==> src/include/arb_hold_config.svh <==
// Build-time sizing only; requester count is fixed per build and the design assumes ARB_NUM_REQ >= 2
`ifndef ARB_HOLD_CONFIG_SVH
`define ARB_HOLD_CONFIG_SVH

// Number of requesters sharing the resource
// The arbiter pointer width is derived from this value with $clog2
`define ARB_NUM_REQ 4

// Register address width, wide enough for the three defined registers
`define ARB_ADDR_W 2

// Register data width
// Must be at least ARB_NUM_REQ so the mask and status fit in one word
`define ARB_DATA_W 8

`endif
==> src/verilog/arb_hold_pkg.sv <==
// Shared types only; widths come from the config header, and unlisted register addresses decode to nothing
`include "arb_hold_config.svh"

package arb_hold_pkg;

  // One bit per requester
  // Used for requests, grants, hold inputs and the enable mask
  typedef logic [`ARB_NUM_REQ-1:0] req_vec_t;

  // Register map of the configuration block
  // REG_MASK holds the requester enable mask in its low bits
  // REG_CTRL bit 0 allows priority and hold updates
  // REG_STATUS is read-only and returns the current final grant
  // Address 3 is unused, so writes there are dropped and reads return zero
  typedef enum logic [`ARB_ADDR_W-1:0] {
    REG_MASK   = `ARB_ADDR_W'(0),
    REG_CTRL   = `ARB_ADDR_W'(1),
    REG_STATUS = `ARB_ADDR_W'(2)
  } reg_addr_e;

endpackage : arb_hold_pkg

==> src/verilog/arb_if.sv <==
// Internal link between arbiter and grant holder; carries levels only, with no handshake
interface arb_if;

  import arb_hold_pkg::*;

  // Masked request vector, driven by the top level
  req_vec_t req;

  // Raw round-robin grant, valid in the same cycle as req
  req_vec_t grant_from_arb;

  // High when the arbiter may move its priority pointer
  // The grant holder drops it while a grant is held
  logic     enable_priority_update;

  // Final grant after the hold stage
  req_vec_t grant;

  // Arbiter side sees requests and the update permission
  modport arbiter (
    input  req,
    input  enable_priority_update,
    output grant_from_arb
  );

  // Holder side sees the raw grant and owns the final grant
  // It also reads back grant to form its hold value
  modport holder (
    input  grant_from_arb,
    output enable_priority_update,
    output grant
  );

endinterface : arb_if

==> src/verilog/grant_hold.sv <==
// Holds a granted requester for multi-beat transfers; a held grant outlives its request until grant_hold drops
module grant_holder (
  input logic                  clk,
  input logic                  rst_n,
  input logic                  update_en,
  input arb_hold_pkg::req_vec_t grant_hold,
  arb_if.holder                bus
);

  import arb_hold_pkg::*;

  // Currently held grant, zero when nothing is held
  req_vec_t hold;

  // Value to load on the next update-enabled edge
  req_vec_t hold_next;

  // Keep the final grant only for requesters that ask to hold it
  // Since the grant is one-hot, at most one hold bit can be set
  assign hold_next = bus.grant & grant_hold;

  // The hold register only moves when updates are allowed
  // With update_en low the current hold state is frozen as is
  always_ff @(posedge clk) begin
    if (!rst_n) begin
      hold <= '0;
    end else if (update_en) begin
      hold <= hold_next;
    end
  end

  // A held grant overrides whatever the arbiter picks
  assign bus.grant = (|hold) ? hold : bus.grant_from_arb;

  // Arbiter priority may only move with nothing held and updates enabled
  assign bus.enable_priority_update = !(|hold) && update_en;

  // Once a grant is held it must not change from one cycle to the next
  held_grant_stable_a: assert property (
    @(posedge clk) disable iff (!rst_n)
    (|hold) |-> (bus.grant == $past(bus.grant))
  ) else $error("grant_holder held grant changed");

  // The arbiter pointer must stay put while a grant is held
  no_update_while_held_a: assert property (
    @(posedge clk) disable iff (!rst_n)
    (|hold) |-> !bus.enable_priority_update
  ) else $error("grant_holder allowed a priority update while holding");

  // An edge with update_en low must leave the hold register unchanged
  hold_frozen_a: assert property (
    @(posedge clk) disable iff (!rst_n)
    !update_en |=> $stable(hold)
  ) else $error("grant_holder hold changed with update_en low");

endmodule : grant_holder

==> src/flat_wrapper.sv <==
// flat-port wrapper written by rule: the top's interface ports become plain ports
module grant_holder_flat import arb_hold_pkg::*;
  (clk, rst_n, update_en, grant_hold, bus_grant_from_arb, bus_enable_priority_update, bus_grant);
  arb_if bus_i ();
  input logic clk;
  input logic rst_n;
  input logic update_en;
  input arb_hold_pkg::req_vec_t grant_hold;
  input wire logic [$bits(bus_i.grant_from_arb)-1:0] bus_grant_from_arb;
  output wire logic [$bits(bus_i.enable_priority_update)-1:0] bus_enable_priority_update;
  output wire logic [$bits(bus_i.grant)-1:0] bus_grant;
  assign bus_i.grant_from_arb = bus_grant_from_arb;
  assign bus_enable_priority_update = bus_i.enable_priority_update;
  assign bus_grant = bus_i.grant;
  grant_holder u_core (.clk(clk), .rst_n(rst_n), .update_en(update_en), .grant_hold(grant_hold), .bus(bus_i));
endmodule
==> config.mk <==
export PLATFORM = sky130hd
export DESIGN_NAME = grant_holder_flat
export DESIGN_NICKNAME = d
export VERILOG_FILES = /design/src/verilog/arb_hold_pkg.sv /design/src/verilog/arb_if.sv /design/src/verilog/grant_hold.sv /design/src/flat_wrapper.sv
export VERILOG_INCLUDE_DIRS = /design/src /design/src/include
export SDC_FILE = /design/constraint.sdc
export NUM_CORES = 1
export LEC_CHECK = 0
export CORE_AREA = 2 2 39 41
export DETAILED_ROUTE_END_ITERATION = 12
export DIE_AREA = 0 0 41 43
export DONT_BUFFER_PORTS = 1
export HOLD_SLACK_MARGIN = 0.08
export PLACE_DENSITY_LB_ADDON = 0.15
export SLEW_MARGIN = 40
export SYNTH_ARGS = -nofsm -noshare
export SYNTH_HDL_FRONTEND = slang
export SYNTH_SLANG_ARGS = --single-unit
export TNS_END_PERCENT = 30
==> constraint.sdc <==
create_clock -name clk -period 1.4 [get_ports clk]
set_input_delay 0.07 -clock clk [delete_from_list [all_inputs] [get_ports clk]]
set_output_delay 0.07 -clock clk [all_outputs]
set_load 0.005 [all_outputs]
; Word-level counts from Yosys, hierarchy flattened
; Index checks and enable logic that the tools add are counted.
[word_totals]
in_bits = 11
word_cells = 6
regBits = 4
[classes]
mux = 1
n_reduce_logical = 3
bitwise_logic = 1
[op_table]
columns = op, count
row1 = 4-bit bitwise AND, 1
row2 = 4-bit two-way mux, 1
row3 = 4-bit OR reduction, 1
row4 = 1-bit logical AND, 1
row5 = 1-bit zero test, 1

; Longest topological paths before layout
; Gate-level depths: netlist of the first run.
[depth]
ltp_word = 3
depth_mapped = 3

; Worst setup path after synthesis of the first run
; No wires, ideal clock.
[synth_timing]
kind = reg2reg
from = reg u_core.hold[2]
to = reg u_core.hold[0]
path_buffers = 0
setup_ns = 0.064
required_time_ns = 1.336
setup_slack_ns = 0.377
arrival_ns = 0.958
path_stages_with_launch = 4
cell_sequence = dfxtp_1 nor4_4 a31oi_1 nor2_1
[synth_via]
elab_chain_len = 3
[synth_rtl]
columns = item, line_no
row1 = from (decl), grant_hold.sv:13  ; req_vec_t hold;
row2 = from (signal assigned), grant_hold.sv:28  ; hold <= hold_next;
row3 = 4-bit OR reduction, grant_hold.sv:33  ; assign bus.grant = (|hold) ? hold : bus.grant_from_arb;
row4 = 4-bit two-way mux, grant_hold.sv:33
row5 = 4-bit bitwise AND, grant_hold.sv:20  ; assign hold_next = bus.grant & grant_hold;
; Every way passes these cells.
; A chain may end at the register's enable or synchronous reset.

; Worst setup path in the final report of the first run
[layout_timing]
from = reg u_core.hold[2]
to = out bus_enable_priority_update
[layout_via]
elab_chain_len = 3
[layout_rtl]
columns = item, line_no
row1 = 4-bit OR reduction, grant_hold.sv:36  ; assign bus.enable_priority_update = !(|hold) && update_en;
row2 = 1-bit zero test, grant_hold.sv:36
row3 = 1-bit logical AND, grant_hold.sv:36
row4 = to (decl), flat_wrapper.sv:10  ; output wire logic [$bits(bus_i.enable_priority_update)-1:0] bus_enable_priority_update;
; Every way passes these cells.

==> flow_summary.yaml, run 1 <==
cells_and_area:
  regMostFlops: "u_core.hold"
  area_growth_pct: 75.9
  largest_register_ff_count: 4
  nets: 51
  antenna-diode-count: 0
  top_regs: "u_core.hold: 4 flops"
  final_common_cell: "dlygate4sd3_1"
  fillers: 163
  utilization_pct: 26.4
  layout-drive-gt1-share_pct: 28.9
sta:
  drv_slew: 0
  period_minus_slack_ns: 1.25
  timing.slew.headroom_pct: 85.7
  tns_ns: 0
  clock_skew_ns: 0.000996
  rsz0062_at_grt: "false"
  fmax_ghz: 0.798
  hold_ws_ns: 0.107
  min_period_over_period_pct: 89.5
  worstMarginPinSlew_ns: 0.213
  final-setup-viol-count: 0
  final_hold_viol_count: 0
synthesis:
  post-synth-top-area-cell: "dfxtp_1"
  syn_avg_cell_area_um2: 9.03
  synthCells: 23
  synth_area_um2: 208
  ys_ff_latch: 4
  yosysTopAreaCellShare_pct: 38.6
  ys_top_cells_by_area: "dfxtp_1, a21o_2, a31oi_1"
  synthesis.nets: 34
  synth_warnings: 0
  ys_seq_area_share_pct: 38.6
  ys_types: 8
pwr:
  p_per_area_nw_per_um2: 1050
  p_leak_nw: 0.153
  ir_drop_mv: 0.559
route:
  viasPerCell: 4.39
  drc_errors: 0
  drtIter0Drc: 5
  final_antenna_net_count: 0
  first_pass_iters: 4
  route.vias.total: 237
  wire_per_inst_um: 11.9
  totalWireLength_um: 642
placed_design:
  place.gp.congestion: 0.587
  io_buffers: 0
global_routing:
  grt_pass1_vias: 264
  grt_use_total_pct: 9.66
  antenna_found_initial: 0
  grt_pass1_wl_um: 1070
  gr-total-overflow: 0
  grt_max_degree: 10
clock_tree:
  cts.sinks: 4
  cts_max_level: 1
  clk_latency_ns: 0.23
  clockBufferDepth: 2
  cts-root-buf: "clkbuf_4"
  numCtsBuffers: 3
  clkSlewWorstSetupHoldPaths_ns: 0.04
  cts_tree: "yes"
outcome:
  status: "finished clean"
setup_path:
  critPathArrivalTime_ns: 1.18
  slowest_delay_ns: 0.34
  cp-start-kind: "register"
  path_cells: "nor4_4 -> buf_4 -> and2_2"
  critPathMaxFanout: 5
  crit_type: "register to output pin"
  crit_path_end_kind: "output pin"
  crit_required_ns: 1.33
  cpMaxStageDelayCell: "dfxtp_1"
floorplanning:
  coreArea_um2: 1380
  die_h_um: 43
  num_rows: 14
  dieWidth_um: 41
  die-area_um2: 1760
  io_pins: 16
  start_util_pct: 15.0
run:
  drv_cap: 0
hold_path:
  min_path_type: "primary input to register"
[worst max-delay path: cells and delay by family, from the launching register on]
| kind | cells | cell delay (ns) |
|---|---|---|
| buf+inv | 1 | 0.17 |
| simple gates | 2 | 0.43 |
| flops | 1 | 0.34 |
[timing repair]
item / CTS / global route
setup endpoints to repair: 1 / 5
endpoints found under the hold margin: 4 / 0
pin swaps: 1 / 1
setup buffers: 0 / 2
hold buffers: 10 / 0
resized for setup: 0 / 0
[through the flow]
stage	power [mW]	cell area, um2	cells	worst slack, ns
4_1_cts	0.374	350	52	0.00234
6_report	0.384	365	54	0.147
3_3_place_gp	0.201	228	39	0.243
5_1_grt	0.411	365	54	0.0908
2_1_floorplan	0.190	208	23	0.377
3_5_place_dp	0.201	228	39	0.231
[report_power, final]
part	internal, mW	switching [mW]	total, mW	leakage, nW
Clock	0.0959	0.0480	0.144	0.0138
Combinational	0.0666	0.0422	0.109	0.106
Sequential	0.122	0.00935	0.132	0.0327
[kinds of logic (layout without fill, tap and decap cells)]
family	count (synthesis)	count (layout)	share of synthesized area, %
AOI/OAI and AO/OA	12	12	38.6
DFF	4	4	38.6
buffers and inverters	1	16	1.81
and+or+nand+nor	6	6	21.1
[cell type report]
cell class	count	area [um2]	share of cell area [%]
timing repair buffer	12	115	31.5
tap	16	20.0	5.48
clock buffer	3	22.5	6.16
multi-input combinational	18	124	33.9
inverter	1	3.75	1.03
sequential	4	80.1	21.9
[final timing paths]
| check | from | end | slack, ns | cells past startpoint |
|---|---|---|---|---|
| max | u_core.hold[2] | bus_enable_priority_update | 0.15 | 3 |
| min | update_en | u_core.hold[3] | 0.11 | 3 |
| max reg2reg | u_core.hold[2] | u_core.hold[1] | 0.34 | 4 |
| min reg2reg | u_core.hold[3] | u_core.hold[3] | 0.57 | 2 |
[layer usage]
| metal | GRT usage [%] | vias up | share of wire, % |
|---|---|---|---|
| li1 | - | 117 | - |
| met1 | 12.9 | 103 | 45 |
| met2 | 11.9 | 17 | 41 |
| met3 | 7.85 | 0 | 14 |
| met4 | 2.00 | 0 | 0 |
| met5 | 0 | - | 0 |
[synth_stat cells]
cell type / number
dfxtp_1: 4
nor2_1: 4
a21o_2: 4
o21ai_0: 4
and2_2: 1
nor4_4: 1
a31oi_1: 4
inv_1: 1
No activity file was read; power rests on OpenSTA's default activity.
==> inputs of run 2 (changes only) <==
==> constraint.sdc (replaced) <==
create_clock -name clk -period 1.4 [get_ports clk]
set_input_delay 0.07 -clock clk [delete_from_list [all_inputs] [get_ports clk]]
set_output_delay 0.07 -clock clk [all_outputs]
set_load 0.1 [all_outputs]
==> run 2 against run 1 <==
  * The run now ends with negative setup slack left
  * Fmax decreased by 11%
  * Final cell count increased by 11%
  * Highest routed layer unchanged
  * Worst setup slack got worse by 0.16 ns
  * Critical path depth increased by 1
  * Non-clock buffer count increased by 6
  * Critical endpoint unchanged
  * Largest cell class is now non-clock buffers
  * Sequential power about the same
  * Sequential share of layout area decreased by 5.5 points
  * Via count increased by 14%
==> flow_summary.yaml, run 2 (synthesis gave the netlist of run 1 again) <==
cells_and_area:
  layout-drive-gt1-share_pct: 45.5
  antenna-diode-count: 0
  nets: 57
  regMostFlops: "u_core.hold"
  post-route-cell-area_um2: 510
  final_cell_mix: "dlygate4sd3_1, buf_12"
  top_regs: "u_core.hold: 4 flops"
  area_growth_pct: 146
  final_common_cell: "dlygate4sd3_1"
  utilization_pct: 36.9
  largest_register_ff_count: 4
pwr:
  ir_drop_mv: 0.496
  p_clk_share_pct: 20.5
  p_switching_uw: 282
  p_total_uw: 680
  seqPwrFrac_pct: 19.8
  switching_share_pct: 41.6
  comb_power_share_pct: 59.8
  p_per_area_nw_per_um2: 1330
  p_leak_nw: 0.209
  p_int_uw: 397
clock_tree:
  cts_tree: "yes"
  cts_max_level: 1
  numCtsBuffers: 3
  cts-root-buf: "clkbuf_4"
  clockBufferDepth: 2
  cts.sinks: 4
  clkSlewWorstSetupHoldPaths_ns: 0.03
  clk_latency_ns: 0.23
outcome:
  status: "finished with violations"
  violations: "negative setup slack"
global_routing:
  grt_pass1_wl_um: 1150
  antenna_found_initial: 0
  gr-total-overflow: 0
  grt_max_degree: 6
  grt_use_total_pct: 9.94
  grt_pass1_vias: 295
setup_path:
  crit_required_ns: 1.33
  crit_end: "bus_enable_priority_update"
  crit_type: "register to output pin"
  timing.rr.start: "u_core.hold[2]"
  reg2regPathDepth: 5
  critPathMaxFanout: 5
  r2r-end: "u_core.hold[0]"
  cp-start-kind: "register"
  crit_path_end_kind: "output pin"
  r2r_slack_ns: 0.12
  cp-startpoint: "u_core.hold[2]"
  critPathArrivalTime_ns: 1.34
route:
  route.vias.total: 269
  drc_errors: 0
  viasPerCell: 4.48
  wire_per_inst_um: 11.3
  totalWireLength_um: 678
  drtIter0Drc: 3
  first_pass_iters: 2
  final_antenna_net_count: 0
placed_design:
  dp_slack_ns: 0.0861
  io_buffers: 0
  place.gp.congestion: 0.595
  dpl_cell_area_um2: 328
sta:
  fmax_ghz: 0.708
  worst_slack_ns: -0.0127
  clock_skew_ns: 0.00163
  final-setup-viol-count: 1
  timing.slew.headroom_pct: 84.2
  worstMarginPinSlew_ns: 0.235
  drv_slew: 0
  tns_ns: -0.0127
  rsz0062_at_grt: "true"
  period_minus_slack_ns: 1.41
  min_period_over_period_pct: 101
  final_hold_viol_count: 0
floorplanning:
  coreArea_um2: 1380
  die_h_um: 43
  start_util_pct: 15.0
  dieWidth_um: 41
  die-area_um2: 1760
  num_rows: 14
  io_pins: 16
hold_path:
  min_path_type: "primary input to register"
run:
  drv_cap: 0
==> run 2: changes by cell type in the layout (fill, tap and decap cells not counted), sizes merged <==
cell	previous run	this run
buf	2	7
clkdlybuf4s15	0	1
==> run 2: critical path, cell delays in order (launching register included) <==
cell and delay [ns]:
dfxtp_2 0.33, nor4_4 0.30, buf_6 0.17, and2_4 0.15
buf_12 0.16
==> run 2: power groups by stage <==
stage / clock (mW) / sequential [mW] / combinational, mW
global route: 0.158 / 0.135 / 0.421
global placement: 0 / 0.133 / 0.331
floorplan: 0 / 0.132 / 0.223
finish: 0.139 / 0.134 / 0.406
detailed placement: 0 / 0.134 / 0.331
CTS: 0.144 / 0.133 / 0.383
==> run 2: how the worst min path moves through the flow <==
stage	cells after the start	start	slack, ns	to
floorplan	2	rst_n	0.21	u_core.hold[0]
global placement	2	rst_n	0.21	u_core.hold[2]
detailed placement	2	rst_n	0.22	u_core.hold[2]
CTS	2	bus_grant_from_arb[0]	0.05	u_core.hold[0]
global route	3	update_en	0.15	u_core.hold[0]
finish	3	update_en	0.13	u_core.hold[0]
==> run 2: layout make-up <==
cell class                 count  area [um2]
inverter                       1        3.75
multi-input combinational     18         150
clock buffer                   3        22.5
fill                         148         873
timing repair buffer          18         230
tap                           16        20.0
sequential                     4        83.8
==> run 2: per-layer routing <==
metal | vias up | global-route usage [%] | routed length (um)
met5 | - | 0 | 0
met4 | 0 | 6.00 | 0
met3 | 0 | 5.24 | 67
met2 | 16 | 13.4 | 307
met1 | 121 | 11.9 | 303
li1 | 132 | - | -
==> run 2: repair_timing <==
action                                  4_1_cts  5_1_grt
resized for setup                             2        7
hold buffers                                  9        1
endpoints found under the setup margin        5        5
cloned                                        1        0
hold endpoints to repair                      4        1
pin swaps                                     2        1
setup buffers                                 2        0
==> run 2: metrics by stage <==
stage	instances	hold slack, ns
after global placement	44	0.213
after global routing	60	0.149
final	60	0.129
after floorplan	23	0.206
after CTS	59	0.0529
after detailed placement	44	0.216
