--- config.mk ---
export PLATFORM = sky130hd
export DESIGN_NAME = arb_cfg_regs
export DESIGN_NICKNAME = d
export VERILOG_FILES = /design/src/verilog/arb_hold_pkg.sv /design/src/verilog/arb_cfg_regs.sv
export VERILOG_INCLUDE_DIRS = /design/src /design/src/include
export SDC_FILE = /design/constraint.sdc
export NUM_CORES = 1
export LEC_CHECK = 0
export CAP_MARGIN = 20
export CORE_AREA = 5 5 42 44
export CTS_BUF_LIST = sky130_fd_sc_hd__clkbuf_4 sky130_fd_sc_hd__clkbuf_8
export DETAILED_ROUTE_END_ITERATION = 6
export DIE_AREA = 0 0 47 49
export DONT_BUFFER_PORTS = 1
export HOLD_SLACK_MARGIN = 0.1
export PLACE_DENSITY = 0.46
export SYNTH_ARGS = -nofsm -noshare
export SYNTH_HDL_FRONTEND = slang
export SYNTH_SLANG_ARGS = --single-unit
--- constraint.sdc ---
create_clock -name clk -period 1.2 [get_ports clk]
set_input_delay 0.3 -clock clk [delete_from_list [all_inputs] [get_ports clk]]
set_output_delay 0.3 -clock clk [all_outputs]
set_load 0.05 [all_outputs]
--- src/include/arb_hold_config.svh ---
// Build-time sizing only; requester count is fixed per build and the design assumes ARB_NUM_REQ >= 2
`ifndef ARB_HOLD_CONFIG_SVH
`define ARB_HOLD_CONFIG_SVH

// Number of requesters sharing the resource
// The arbiter pointer width is derived from this value with $clog2
`define ARB_NUM_REQ 4

// Register address width, wide enough for the three defined registers
`define ARB_ADDR_W 2

// Register data width
// Must be at least ARB_NUM_REQ so the mask and status fit in one word
`define ARB_DATA_W 8

`endif
--- src/verilog/arb_hold_pkg.sv ---
// Shared types only; widths come from the config header, and unlisted register addresses decode to nothing
`include "arb_hold_config.svh"

package arb_hold_pkg;

  // One bit per requester
  // Used for requests, grants, hold inputs and the enable mask
  typedef logic [`ARB_NUM_REQ-1:0] req_vec_t;

  // Register map of the configuration block
  // REG_MASK holds the requester enable mask in its low bits
  // REG_CTRL bit 0 allows priority and hold updates
  // REG_STATUS is read-only and returns the current final grant
  // Address 3 is unused, so writes there are dropped and reads return zero
  typedef enum logic [`ARB_ADDR_W-1:0] {
    REG_MASK   = `ARB_ADDR_W'(0),
    REG_CTRL   = `ARB_ADDR_W'(1),
    REG_STATUS = `ARB_ADDR_W'(2)
  } reg_addr_e;

endpackage : arb_hold_pkg

--- src/verilog/arb_cfg_regs.sv ---
// Strobe-driven config registers; no bus protocol, writes land next edge and reads return one cycle late
`include "arb_hold_config.svh"

module arb_cfg_regs (
  input  logic                    clk,
  input  logic                    rst_n,
  input  logic                    cfg_wr,
  input  logic                    cfg_rd,
  input  arb_hold_pkg::reg_addr_e cfg_addr,
  input  logic [`ARB_DATA_W-1:0]  cfg_wdata,
  output logic [`ARB_DATA_W-1:0]  cfg_rdata,
  input  arb_hold_pkg::req_vec_t  grant,
  output arb_hold_pkg::req_vec_t  req_mask,
  output logic                    update_en
);

  import arb_hold_pkg::*;

  // Read data selected from the current address, before the read register
  logic [`ARB_DATA_W-1:0] rd_data;

  // Mask and control registers
  // Out of reset every requester is enabled and updates are allowed
  always_ff @(posedge clk) begin
    if (!rst_n) begin
      req_mask  <= '1;
      update_en <= 1'b1;
    end else if (cfg_wr) begin
      case (cfg_addr)
        REG_MASK: begin
          req_mask <= cfg_wdata[`ARB_NUM_REQ-1:0];
        end
        REG_CTRL: begin
          update_en <= cfg_wdata[0];
        end
        default: begin
          // REG_STATUS is read-only and address 3 is unused
        end
      endcase
    end
  end

  // Read mux zero-extends each field to the data width
  // Status reflects the final grant in the cycle of the read
  always_comb begin
    rd_data = '0;
    case (cfg_addr)
      REG_MASK: begin
        rd_data[`ARB_NUM_REQ-1:0] = req_mask;
      end
      REG_CTRL: begin
        rd_data[0] = update_en;
      end
      REG_STATUS: begin
        rd_data[`ARB_NUM_REQ-1:0] = grant;
      end
      default: begin
        rd_data = '0;
      end
    endcase
  end

  // Read data is captured on the read strobe
  // It holds its value until the next read
  always_ff @(posedge clk) begin
    if (!rst_n) begin
      cfg_rdata <= '0;
    end else if (cfg_rd) begin
      cfg_rdata <= rd_data;
    end
  end

  // The register port has a single address, so a write and a read in one cycle
  // would leave the caller unsure which access the address belonged to
  no_wr_rd_overlap_a: assert property (
    @(posedge clk) disable iff (!rst_n)
    !(cfg_wr && cfg_rd)
  ) else $error("arb_cfg_regs saw cfg_wr and cfg_rd together");

endmodule : arb_cfg_regs

# [Word level (Yosys, flattened, before mapping)]
# Index checks and enable logic that the tools add are counted.
[word_totals] ff_bits=9 latch_bits=0 ram_bits=0 romBits=0 out_inout_bits=13 wordCells=10 mem_count=0
[classes] add_sub_neg=0 mul=0 n_div=0 magnitude_cmp=0 n_eq_ne=2 shifts=0 muxes=2 n_bitwise=0 reduce_logical=3
[ops] op="3-bit case mux with 2 select lines" count=1
[ops] op="2-bit AND reduction" count=2
[ops] op="1-bit case mux with 3 select lines" count=1
[ops] op="2-bit by 1-bit == test with 1-bit output (second input constant)" count=1
[ops] op="2-bit == test (second input constant)" count=1
[ops] op="2-bit zero test" count=1

# [Logic depth before layout (Yosys ltp)]
# Gate-level depths: netlist of run 1.
[logic_depth] depth_word=2 mapped_depth=4 depth_no_buf=3

# [Worst setup path before layout of run 1]
# OpenSTA, ideal clock, no wires.
[synth_path] kind="flip-flop to flip-flop" start="reg req_mask[0]" end="reg cfg_rdata[0]" setup_time_ns=0.059 arrival_time_ns=1.059 t_required_ns=1.141 path_slack_ns=0.082 stages_incl_launch_ff=4 n_path_buf=0 period_less_slack_ns=1.118 cell_sequence="dfxtp_1 > mux2i_1 > o211ai_1 > o211a_1"
[synth_via] elab_chain_len=1
[synth_rtl] item="start: declaration" line="arb_cfg_regs.sv:13" text="output arb_hold_pkg::req_vec_t req_mask,"
[synth_rtl] item="start signal: assignment" line="arb_cfg_regs.sv:31" text="req_mask <= cfg_wdata[`ARB_NUM_REQ-1:0];"
[synth_rtl] item="1-bit case mux with 3 select lines" line="arb_cfg_regs.sv:47" text="case (cfg_addr)"
[synth_rtl] item="end signal: assignment" line="arb_cfg_regs.sv:69" text="cfg_rdata <= rd_data;"
[synth_rtl] item="end: declaration" line="arb_cfg_regs.sv:11" text="output logic [`ARB_DATA_W-1:0] cfg_rdata,"
# No other way between the ends.
# A chain may end at the register's enable or synchronous reset.

# [Final worst setup path of run 1]
[layout_path] start="reg req_mask[2]" end="out req_mask[2]"
# No word-level cell between the ends.

==> results of run 1 <==
-- path summary, 6_finish.rpt --
check                     from      endpoint  cells past startpoint
hold / removal           rst_n  cfg_rdata[1]                      1
setup / recovery   req_mask[2]   req_mask[2]                      1
hold reg to reg   cfg_rdata[0]  cfg_rdata[0]                      1
setup reg to reg     update_en  cfg_rdata[0]                      4
-- sequential cells by signal (all words and copies together), names as in the netlist --
signal and flops:
cfg_rdata 4, update_en 1, req_mask 4
-- layout by cell type, fill, tap and decap left out, drive strengths merged --
| cell | instances |
|---|---|
| dfxtp | 9 |
| buf | 9 |
| nor3b | 1 |
| inv | 3 |
| dlygate4sd3 | 1 |
| o211ai | 1 |
| and2 | 3 |
| o22ai | 3 |
| nand3b | 2 |
| mux2i | 9 |
| nand2 | 5 |
| nand2b | 1 |
| clkbuf | 4 |
| o211a | 1 |
| conb | 4 |
-- synth_stat cells --
library cell  number  area [um^2]
buf_6              1         11.3
nand2_1            5         18.8
dfxtp_1            9          180
and2_1             3         18.8
nand2b_1           1         6.26
inv_1              3         11.3
o211a_1            1         10.0
mux2i_1            9         90.1
buf_4              4         30.0
nand3b_1           2         15.0
nor3b_4            1         18.8
conb_1             1         3.75
buf_1              1         3.75
o22ai_1            3         18.8
o211ai_1           1         7.51
-- power breakdown --
group	leakage, nW	total, W	internal (W)	switching, W
clock	0.0184	0.000252	0.000150	0.000101
combinational	0.150	0.000147	0.0000471	0.0000999
sequential	0.0738	0.000319	0.000313	0.00000621
-- routing by layer --
metal,global-route usage [%],vias to the layer above,routed length (um)
met5,0,-,0
met4,4.15,0,0
met3,3.69,0,125
met2,14.5,17,519
met1,8.67,153,294
li1,-,166,-
-- area by class of cell --
cell class              count  area, um^2
repair buffers             10        77.6
fillers                   155         863
inverters                   3        11.3
well taps                  16        20.0
clock buffers               4        30.0
flip-flops and latches      9         180
multi-input cells          30         219
-- logic make-up (layout without fill, tap and decap cells) --
group / count (synthesis) / count (layout) / synth area share (%)
flip-flops: 9 / 9 / 40.6
AO/OA/AOI/OAI: 5 / 5 / 8.17
AND/OR/NAND/NOR: 12 / 12 / 17.5
multiplexers: 9 / 9 / 20.3
buffers and inverters: 9 / 17 / 12.7
other: 1 / 4 / 0.844
-- metrics by stage --
step | instance area (um^2) | hold WS (ps) | cells | setup WS (ps)
2_1_floorplan | 455 | 425 | 48 | 81.6
3_3_place_gp | 498 | 364 | 67 | 188
3_5_place_dp | 498 | 366 | 67 | 147
4_1_cts | 538 | 158 | 72 | 88.1
5_1_grt | 538 | 165 | 72 | 48.0
6_report | 538 | 168 | 72 | 102
==> summary.md, run 1 <==
| Metric | Value |
|---|---|
| Status | finished, final reports clean |
| Die Width | 47 um |
| Hold_buf cts | 1 |
| F_max | 911 MHz |
| Flop-to-flop setup slack | 300 ps |
| Port bufs | 0 |
| Die ar. | 0.00230 mm^2 |
| Family with the most delay on the worst path | flip-flops |
| Routed len/inst | 13.0 um |
| Vias in the first global route | 342 |
| CTS Buf Count | 3 |
| Maxcap violations | 0 |
| #FFs+latches synth | 9 |
| Min-delay worst type | input pin to flip-flop |
| Synth unique cells | 15 |
| Tot Pwr | 0.000717 W |
| Initial antenna violation count | 0 |
| Final GP Congestion | 0.671 |
| Clock Tree Root | clkbuf_4 |
| DRT iter0 DRCs | 3 |
| Post_cts resized | 0 |
| Buffer and inverter count on the worst path | 1 |
| Endpoints failing setup | 0 |
| Static Leak | 0.243 nW |
| Die Height | 49 um |
| Mean Syn Cell Area | 9.87 um^2 |
| Fin. max-slew vios | 0 |
| Post-synthesis cell count | 45 |
| Setup TNS | 0 ps |
| WP data required | 900 ps |
| Initial Util | 31.7% |
| Worst-path cell chain | buf_4 |
| Fin crit share | 91.5% |
| First-pass detailed-route iteration total | 2 |
| P&R area growth vs syn | 21.1% |
| Synth warnings | 0 |
| Worst vdd ir | 0.477 mV |
| FP Rows | 14 |
| Worst skew pair latency | 250 ps |
| RSZ-0062 raised after global routing | false |
| Nets | 75 |
| Slowest stage delay, CP | 340 ps |
| CP max stage cell | dfxtp_1 |
| Post-synthesis sequential area ratio | 40.6% |
| Arrival @ worst endpoint | 800 ps |
| Largest net degree at the start of global routing | 8 |
| Hold violation count in the final report | 0 |
| Antenna Cells | 0 |
| Post-CTS Setup Bufs | 0 |
| Min Tclk post-route | 1100 ps |
| H-tree level count | 1 |
| Vias | 336 |
| CTS tree | yes |
| Cell area after synthesis | 444 um^2 |
| Pwr dens | 1330 mW/mm^2 |
| Worst clock skew | 1.86 ps |
| Reg clk slew, reported paths | 60 ps |
| DPL Wire Length | 795 um |
| Global-route wire length before repair | 1430 um |
| Drt via density | 4.67 |
| Gr usage total | 8.62% |
| Utilization after layout | 38.4% |
| IO Count | 31 |
| DRC Markers | 0 |
| CP Capture Type | primary output |
| Share of cells above drive strength 1 | 25.0% |
| Worst-path fanout max | 2 |
| Routed WL | 938 um |
| CTS Sinks | 9 |
| Final global-route overflow total | 0 |
| Number of nets with antenna violations after routing | 0 |
| Core ar. | 0.00140 mm^2 |
| Critical path class | flip-flop to primary output |
| Crit path launch type | flip-flop |
| Bufs on Longest Clock Path | 2 |
Power figures use the tool's default switching activity.
==> inputs of run 2 (changes only) <==
==> constraint.sdc (replaced) <==
create_clock -name clk -period 1.2 [get_ports clk]
set_input_delay 0.24 -clock clk [delete_from_list [all_inputs] [get_ports clk]]
set_output_delay 0.24 -clock clk [all_outputs]
set_load 0.05 [all_outputs]
==> run 2 against run 1 <==
Register-to-register slack gained 50 ps. Maximum frequency grew 3.5%. Hold slack lost 55 ps. Largest cell class unchanged. Via count shrank 3.0%. First-iteration DRC count grew 67%. Worst setup slack gained 37 ps. Critical endpoint is now req_mask[3]. Count of clock-buffer cells in the layout is the same. Highest routed layer unchanged. Sequential cell count is the same. Critical path depth is the same. Largest power group unchanged.
==> summary.md, run 2 (same netlist as run 1, synthesis figures left out) <==
| Metric | Value |
|---|---|
| Status | finished, final reports clean |
| Hold path cells | 1 (unchanged) |
| Worst r2r src | update_en |
| Die ar. | 0.00230 mm^2 (unchanged) |
| Share of cells above drive strength 1 | 25.0% (unchanged) |
| Final global-route overflow total | 0 (unchanged) |
| Port bufs | 0 (unchanged) |
| CP max stage cell | dfxtp_1 |
| Fin. max-slew vios | 0 (unchanged) |
| Tot Pwr | 0.000715 W (-0.36%) |
| Nets | 75 (unchanged) |
| Fin crit share | 88.4% (-3.1 points) |
| Worst clock skew | 2.73 ps (+0.870 ps) |
| Largest regs | cfg_rdata: 4 flops, req_mask: 4 flops, update_en: 1 flops |
| Hold Path Origin | rst_n |
| H-tree level count | 1 (unchanged) |
| Setup TNS | 0 ps (unchanged) |
| Min-delay worst type | input pin to flip-flop |
| CP Capture Type | primary output |
| Pwr dens | 1330 mW/mm^2 (-0.36%) |
| Hold EP | cfg_rdata[1] |
| Die Height | 49 um (unchanged) |
| Number of nets with antenna violations after routing | 0 (unchanged) |
| Vias | 326 (-3.0%) |
| FP Rows | 14 (unchanged) |
| Endpoints failing setup | 0 (unchanged) |
| Worst-path fanout max | 3 (+1) |
| CTS Sinks | 9 (unchanged) |
| Reg clk slew, reported paths | 60 ps (about the same) |
| Core ar. | 0.00140 mm^2 (unchanged) |
| Min Tclk post-route | 1060 ps (-36.9 ps) |
| Global-route wire length before repair | 1520 um (+6.3%) |
| Reg-to-reg endpoint | update_en |
| Worst skew pair latency | 250 ps (about the same) |
| Routed WL | 938 um (unchanged) |
| F_max | 942 MHz (+3.5%) |
| Arrival @ worst endpoint | 820 ps (+20 ps) |
| Critical path class | flip-flop to primary output |
| Antenna Cells | 0 (unchanged) |
| RSZ-0062 raised after global routing | false |
| P&R area growth vs syn | 21.1% (unchanged) |
| DRC Markers | 0 (unchanged) |
| Worst-path cell chain | buf_4 |
| CTS tree | yes |
| Crit path launch type | flip-flop |
| Hold violation count in the final report | 0 (unchanged) |
| Initial Util | 31.7% (unchanged) |
| Largest net degree at the start of global routing | 8 (unchanged) |
| Static Leak | 0.243 nW (unchanged) |
| Reg2Reg Depth | 3 (-1) |
| Flop-to-flop setup slack | 350 ps (+50 ps) |
| Routed len/inst | 13.0 um (unchanged) |
| Worst vdd ir | 0.537 mV (+12%) |
| Slowest stage delay, CP | 360 ps (+20 ps) |
| Family with the most delay on the worst path | flip-flops |
| Gr usage total | 9.32% (+0.70 points) |
| DRT iter0 DRCs | 5 (+2) |
| WP data required | 960 ps (+60 ps) |
| Clock Tree Root | clkbuf_4 |
| Fill cells | 147 (-5.2%) |
| Initial antenna violation count | 0 (unchanged) |
| Drt via density | 4.53 (-3.0%) |
| Maxcap violations | 0 (unchanged) |
| Vias in the first global route | 337 (-1.5%) |
| Buffer and inverter count on the worst path | 1 (unchanged) |
| Bufs on Longest Clock Path | 2 (unchanged) |
| Final GP Congestion | 0.672 (+0.19%) |
| First-pass detailed-route iteration total | 2 (unchanged) |
| Post-CTS Setup Bufs | 0 (unchanged) |
| IO Count | 31 (unchanged) |
| CTS Buf Count | 3 (unchanged) |
| Most frequent cells in the layout | mux2i_1 (9), dfxtp_1 (9), buf_4 (9) |
| Die Width | 47 um (unchanged) |
-- run 2: power breakdown --
part	switching, W	leakage, nW	total [W]	internal (W)
Combinational	0.0000994	0.150	0.000146	0.0000471
Sequential	0.00000691	0.0738	0.000320	0.000313
Clock	0.0000985	0.0184	0.000249	0.000150
-- run 2: worst max path at each step --
stage / from / end / slack, ps / cells after the start
after detailed placement: cfg_addr[0] / req_mask[0] / 230 / 3
after global placement: cfg_addr[0] / req_mask[0] / 250 / 3
after floorplan: req_mask[0] / cfg_rdata[0] / 80 / 3
after CTS: req_mask[3] / req_mask[3] / 130 / 1
after global routing: req_mask[3] / req_mask[3] / 80 / 1
final: req_mask[3] / req_mask[3] / 140 / 1
-- run 2: stage by stage --
step	hold slack [ps]	worst slack [ps]	util, %	instances	area (um^2)
floorplan	365	81.6	-	48	455
global placement	304	249	35.5	67	498
detailed placement	306	226	35.5	67	498
CTS	109	127	38.4	72	538
global route	100	78.7	38.4	72	538
finish	113	139	38.4	72	538
-- run 2: layout make-up --
class | count | area, um^2 | share of cell area, %
clock buffer | 4 | 30.0 | 5.58
timing repair buffer | 10 | 77.6 | 14.4
multi-input combinational | 30 | 219 | 40.7
inverter | 3 | 11.3 | 2.09
tap | 16 | 20.0 | 3.72
sequential | 9 | 180 | 33.5
-- run 2: timing repair --
item / CTS / global route
endpoints found under the setup margin: 0 / 0
hold endpoints to repair: 5 / 0
hold buffers: 1 / 0
gates resized for setup: 0 / 0
-- run 2: metal layers --
metal  track usage (%)  part of all wire (%)  vias to the layer above
li1                  -                     -                      166
met1              8.87                    33                      144
met2              15.2                    53                       16
met3              4.80                    14                        0
met4              5.53                     0                        0
met5                 0                     0                        -
==> inputs of run 3 (changes only) <==
--- a/config.mk
+++ b/config.mk
@@ -7,13 +7,14 @@
 export NUM_CORES = 1
 export LEC_CHECK = 0
 export CAP_MARGIN = 20
-export CORE_AREA = 5 5 42 44
+export CORE_AREA = 4 4 41 43
 export CTS_BUF_LIST = sky130_fd_sc_hd__clkbuf_4 sky130_fd_sc_hd__clkbuf_8
 export DETAILED_ROUTE_END_ITERATION = 6
-export DIE_AREA = 0 0 47 49
+export DIE_AREA = 0 0 45 47
 export DONT_BUFFER_PORTS = 1
 export HOLD_SLACK_MARGIN = 0.1
 export PLACE_DENSITY = 0.46
+export RECOVER_POWER = 100
 export SYNTH_ARGS = -nofsm -noshare
 export SYNTH_HDL_FRONTEND = slang
 export SYNTH_SLANG_ARGS = --single-unit
==> constraint.sdc (replaced) <==
create_clock -name clk -period 1.2 [get_ports clk]
set_input_delay 0.12 -clock clk [delete_from_list [all_inputs] [get_ports clk]]
set_output_delay 0.12 -clock clk [all_outputs]
set_load 0.05 [all_outputs]
==> run 3 against run 2 <==
Clock power hardly changed. Maximum frequency is 1.8% lower. Hold slack hardly changed. Routed wire length is 9.9% higher. Sequential power hardly changed. Sequential cell count stayed put. Clock skew is 0.82 ps lower. First-iteration DRC count is 40% lower. Power is 3.2% higher. Worst setup slack worse by 19 ps. Non-clock buffer count is 10 higher. Combinational power is 14% higher. Largest cell class unchanged. Highest routed layer unchanged.
==> summary.md, run 3 (same netlist as run 1, synthesis figures left out) <==
| Metric | Value |
|---|---|
| CTS Buf Count | 3 (unchanged) |
| Fill cells | 135 (-8.2%) |
| RSZ-0062 raised after global routing | false |
| DPL Wire Length | 742 um |
| Min Tclk post-route | 1080 ps (+19.4 ps) |
| FP Rows | 13 (-1) |
| Port bufs | 0 (unchanged) |
| CP Capture Type | flip-flop |
| Global-route wire length before repair | 1620 um (+6.8%) |
| Critical path class | input pin to flip-flop |
| Drt via density | 4.67 (+3.1%) |
| Die Height | 47 um (-4.1%) |
| Antenna Cells | 0 (unchanged) |
| P_int | 0.000522 W (+2.4%) |
| Maxcap violations | 0 (unchanged) |
| Routed len/inst | 12.7 um (-2.3%) |
| Post_cts resized | 0 (unchanged) |
| Flop-to-flop setup slack | 270 ps (-80 ps) |
| Switching part of the total | 29.2% (+0.56 points) |
| F_max | 925 MHz (-1.8%) |
| Static Leak | 0.281 nW (+16%) |
| Combinational power share | 22.5% (+2.0 points) |
| Most frequent cells in the layout | dlygate4sd3_1 (11), mux2i_1 (9), dfxtp_1 (9), clkbuf_2 (9), nand2_1 (5) |
| Reg clk slew, reported paths | 60 ps (about the same) |
| Bufs on Longest Clock Path | 2 (unchanged) |
| Final global-route overflow total | 0 (unchanged) |
| Core ar. | 0.00130 mm^2 (-7.1%) |
| Fin crit share | 90.1% (+1.6 points) |
| Commonest non-fill, non-tap cell in the layout | dlygate4sd3_1 |
| Nets | 85 (+13%) |
| P&R area growth vs syn | 38.3% |
| Arrival @ worst endpoint | 1210 ps (+390 ps) |
| DRT iter0 DRCs | 3 (-2) |
| Reg2Reg Depth | 3 (unchanged) |
| Critical Path Start | cfg_addr[0] |
| Hold violation count in the final report | 0 (unchanged) |
| Reg-to-reg endpoint | req_mask[1] |
| Pwr dens | 1200 mW/mm^2 (-9.7%) |
| Min-delay worst type | input pin to flip-flop |
| Largest net degree at the start of global routing | 10 (+2) |
| Clock network power share | 34.1% (-0.7 points) |
| Worst skew pair latency | 250 ps (about the same) |
| Endpoints failing setup | 0 (unchanged) |
| Share of cells above drive strength 1 | 21.2% (-3.8 points) |
| Number of nets with antenna violations after routing | 0 (unchanged) |
| Crit path launch type | input pin |
| Worst r2r src | req_mask[1] |
| Initial Util | 34.1% (+2.4 points) |
| Worst clock skew | 1.91 ps (-0.819 ps) |
| Hold_ws | 113 ps (+0.488 ps) |
| Net Sw Power | 0.000215 W (+5.2%) |
| Status | finished, final reports clean |
| Largest regs | cfg_rdata: 4 flops, req_mask: 4 flops, update_en: 1 flops |
| Utilization after layout | 47.2% (+8.8 points) |
| Vias | 378 (+16%) |
| Routed WL | 1030 um (+9.9%) |
| DRC Markers | 0 (unchanged) |
| H-tree level count | 1 (unchanged) |
| Worst-path fanout max | 4 (+1) |
| Gr usage total | 10.9% (+1.6 points) |
| Final GP Congestion | 0.697 (+3.7%) |
| Die Width | 45 um (-4.3%) |
| CTS Sinks | 9 (unchanged) |
| WP data required | 1330 ps (+370 ps) |
| Initial antenna violation count | 0 (unchanged) |
| Hold path cells | 2 (+1) |
| CTS tree | yes |
| Hold Path Origin | cfg_rd |
| First-pass detailed-route iteration total | 4 (+2) |
| Hold EP | cfg_rdata[3] |
| Die ar. | 0.00212 mm^2 (-8.2%) |
| Vias in the first global route | 382 (+13%) |
| Clock Tree Root | clkbuf_4 |
| IO Count | 31 (unchanged) |
| Fin. max-slew vios | 0 (unchanged) |
| Setup TNS | 0 ps (unchanged) |
| Worst vdd ir | 0.750 mV (+40%) |
| Sequential power share | 43.4% (-1.3 points) |
run 3: changes by cell type in the layout (fill, tap and decap cells not counted):
cell	delta
clkbuf_2	+9
and2_0	+2
buf_4	-9
and2_1	-2
dlygate4sd3_1	+10
run 3: through the flow:
| stage | power [W] | std cells | setup slack (ps) | area [um^2] |
|---|---|---|---|---|
| after detailed placement | 0.000469 | 66 | 347 | 497 |
| after CTS | 0.000761 | 81 | 123 | 637 |
| after global placement | 0.000467 | 66 | 383 | 497 |
| final | 0.000737 | 81 | 119 | 614 |
| after global routing | 0.000777 | 81 | 86.7 | 614 |
| after floorplan | 0.000461 | 48 | 81.6 | 455 |
run 3: what timing repair did:
item | 4_1_cts | 5_1_grt
hold endpoints to repair | 9 | 0
hold buffers | 11 | 0
buffers inserted | 0 | 0
run 3: worst max-delay path by stage:
| stage | to | cells after the start | slack, ps |
|---|---|---|---|
| after floorplan | cfg_rdata[0] | 3 | 80 |
| after global placement | req_mask[1] | 3 | 380 |
| after detailed placement | req_mask[1] | 3 | 350 |
| after CTS | req_mask[1] | 4 | 120 |
| after global routing | req_mask[2] | 4 | 90 |
| final | req_mask[1] | 4 | 120 |
run 3: power groups by stage:
| stage | clock network (W) | logic, W | registers (W) |
|---|---|---|---|
| finish | 0.000251 | 0.000166 | 0.000320 |
| CTS | 0.000266 | 0.000174 | 0.000320 |
| global placement | 0 | 0.000141 | 0.000326 |
| floorplan | 0 | 0.0000872 | 0.000374 |
| global route | 0.000279 | 0.000176 | 0.000322 |
| detailed placement | 0 | 0.000142 | 0.000327 |
run 3: area by class of cell:
class / instances / area (um^2) / share of cell area (%)
multi-input cells: 30 / 219 / 35.6
flip-flops and latches: 9 / 180 / 29.3
well taps: 15 / 18.8 / 3.05
inverters: 3 / 11.3 / 1.83
clock buffers: 4 / 30.0 / 4.89
repair buffers: 20 / 155 / 25.3
run 3: metal layers:
metal,track usage (%),wire (um),part of all wire (%)
met4,3.51,0,0
met3,5.36,94,9.1
met5,0,0,0
met2,19.5,537,52
met1,11.1,399,39
run 3: critical path: stages:
cell and delay, ps:
nor3b_4 170, dlygate4sd3_1 640, mux2i_1 200, nand2_1 70
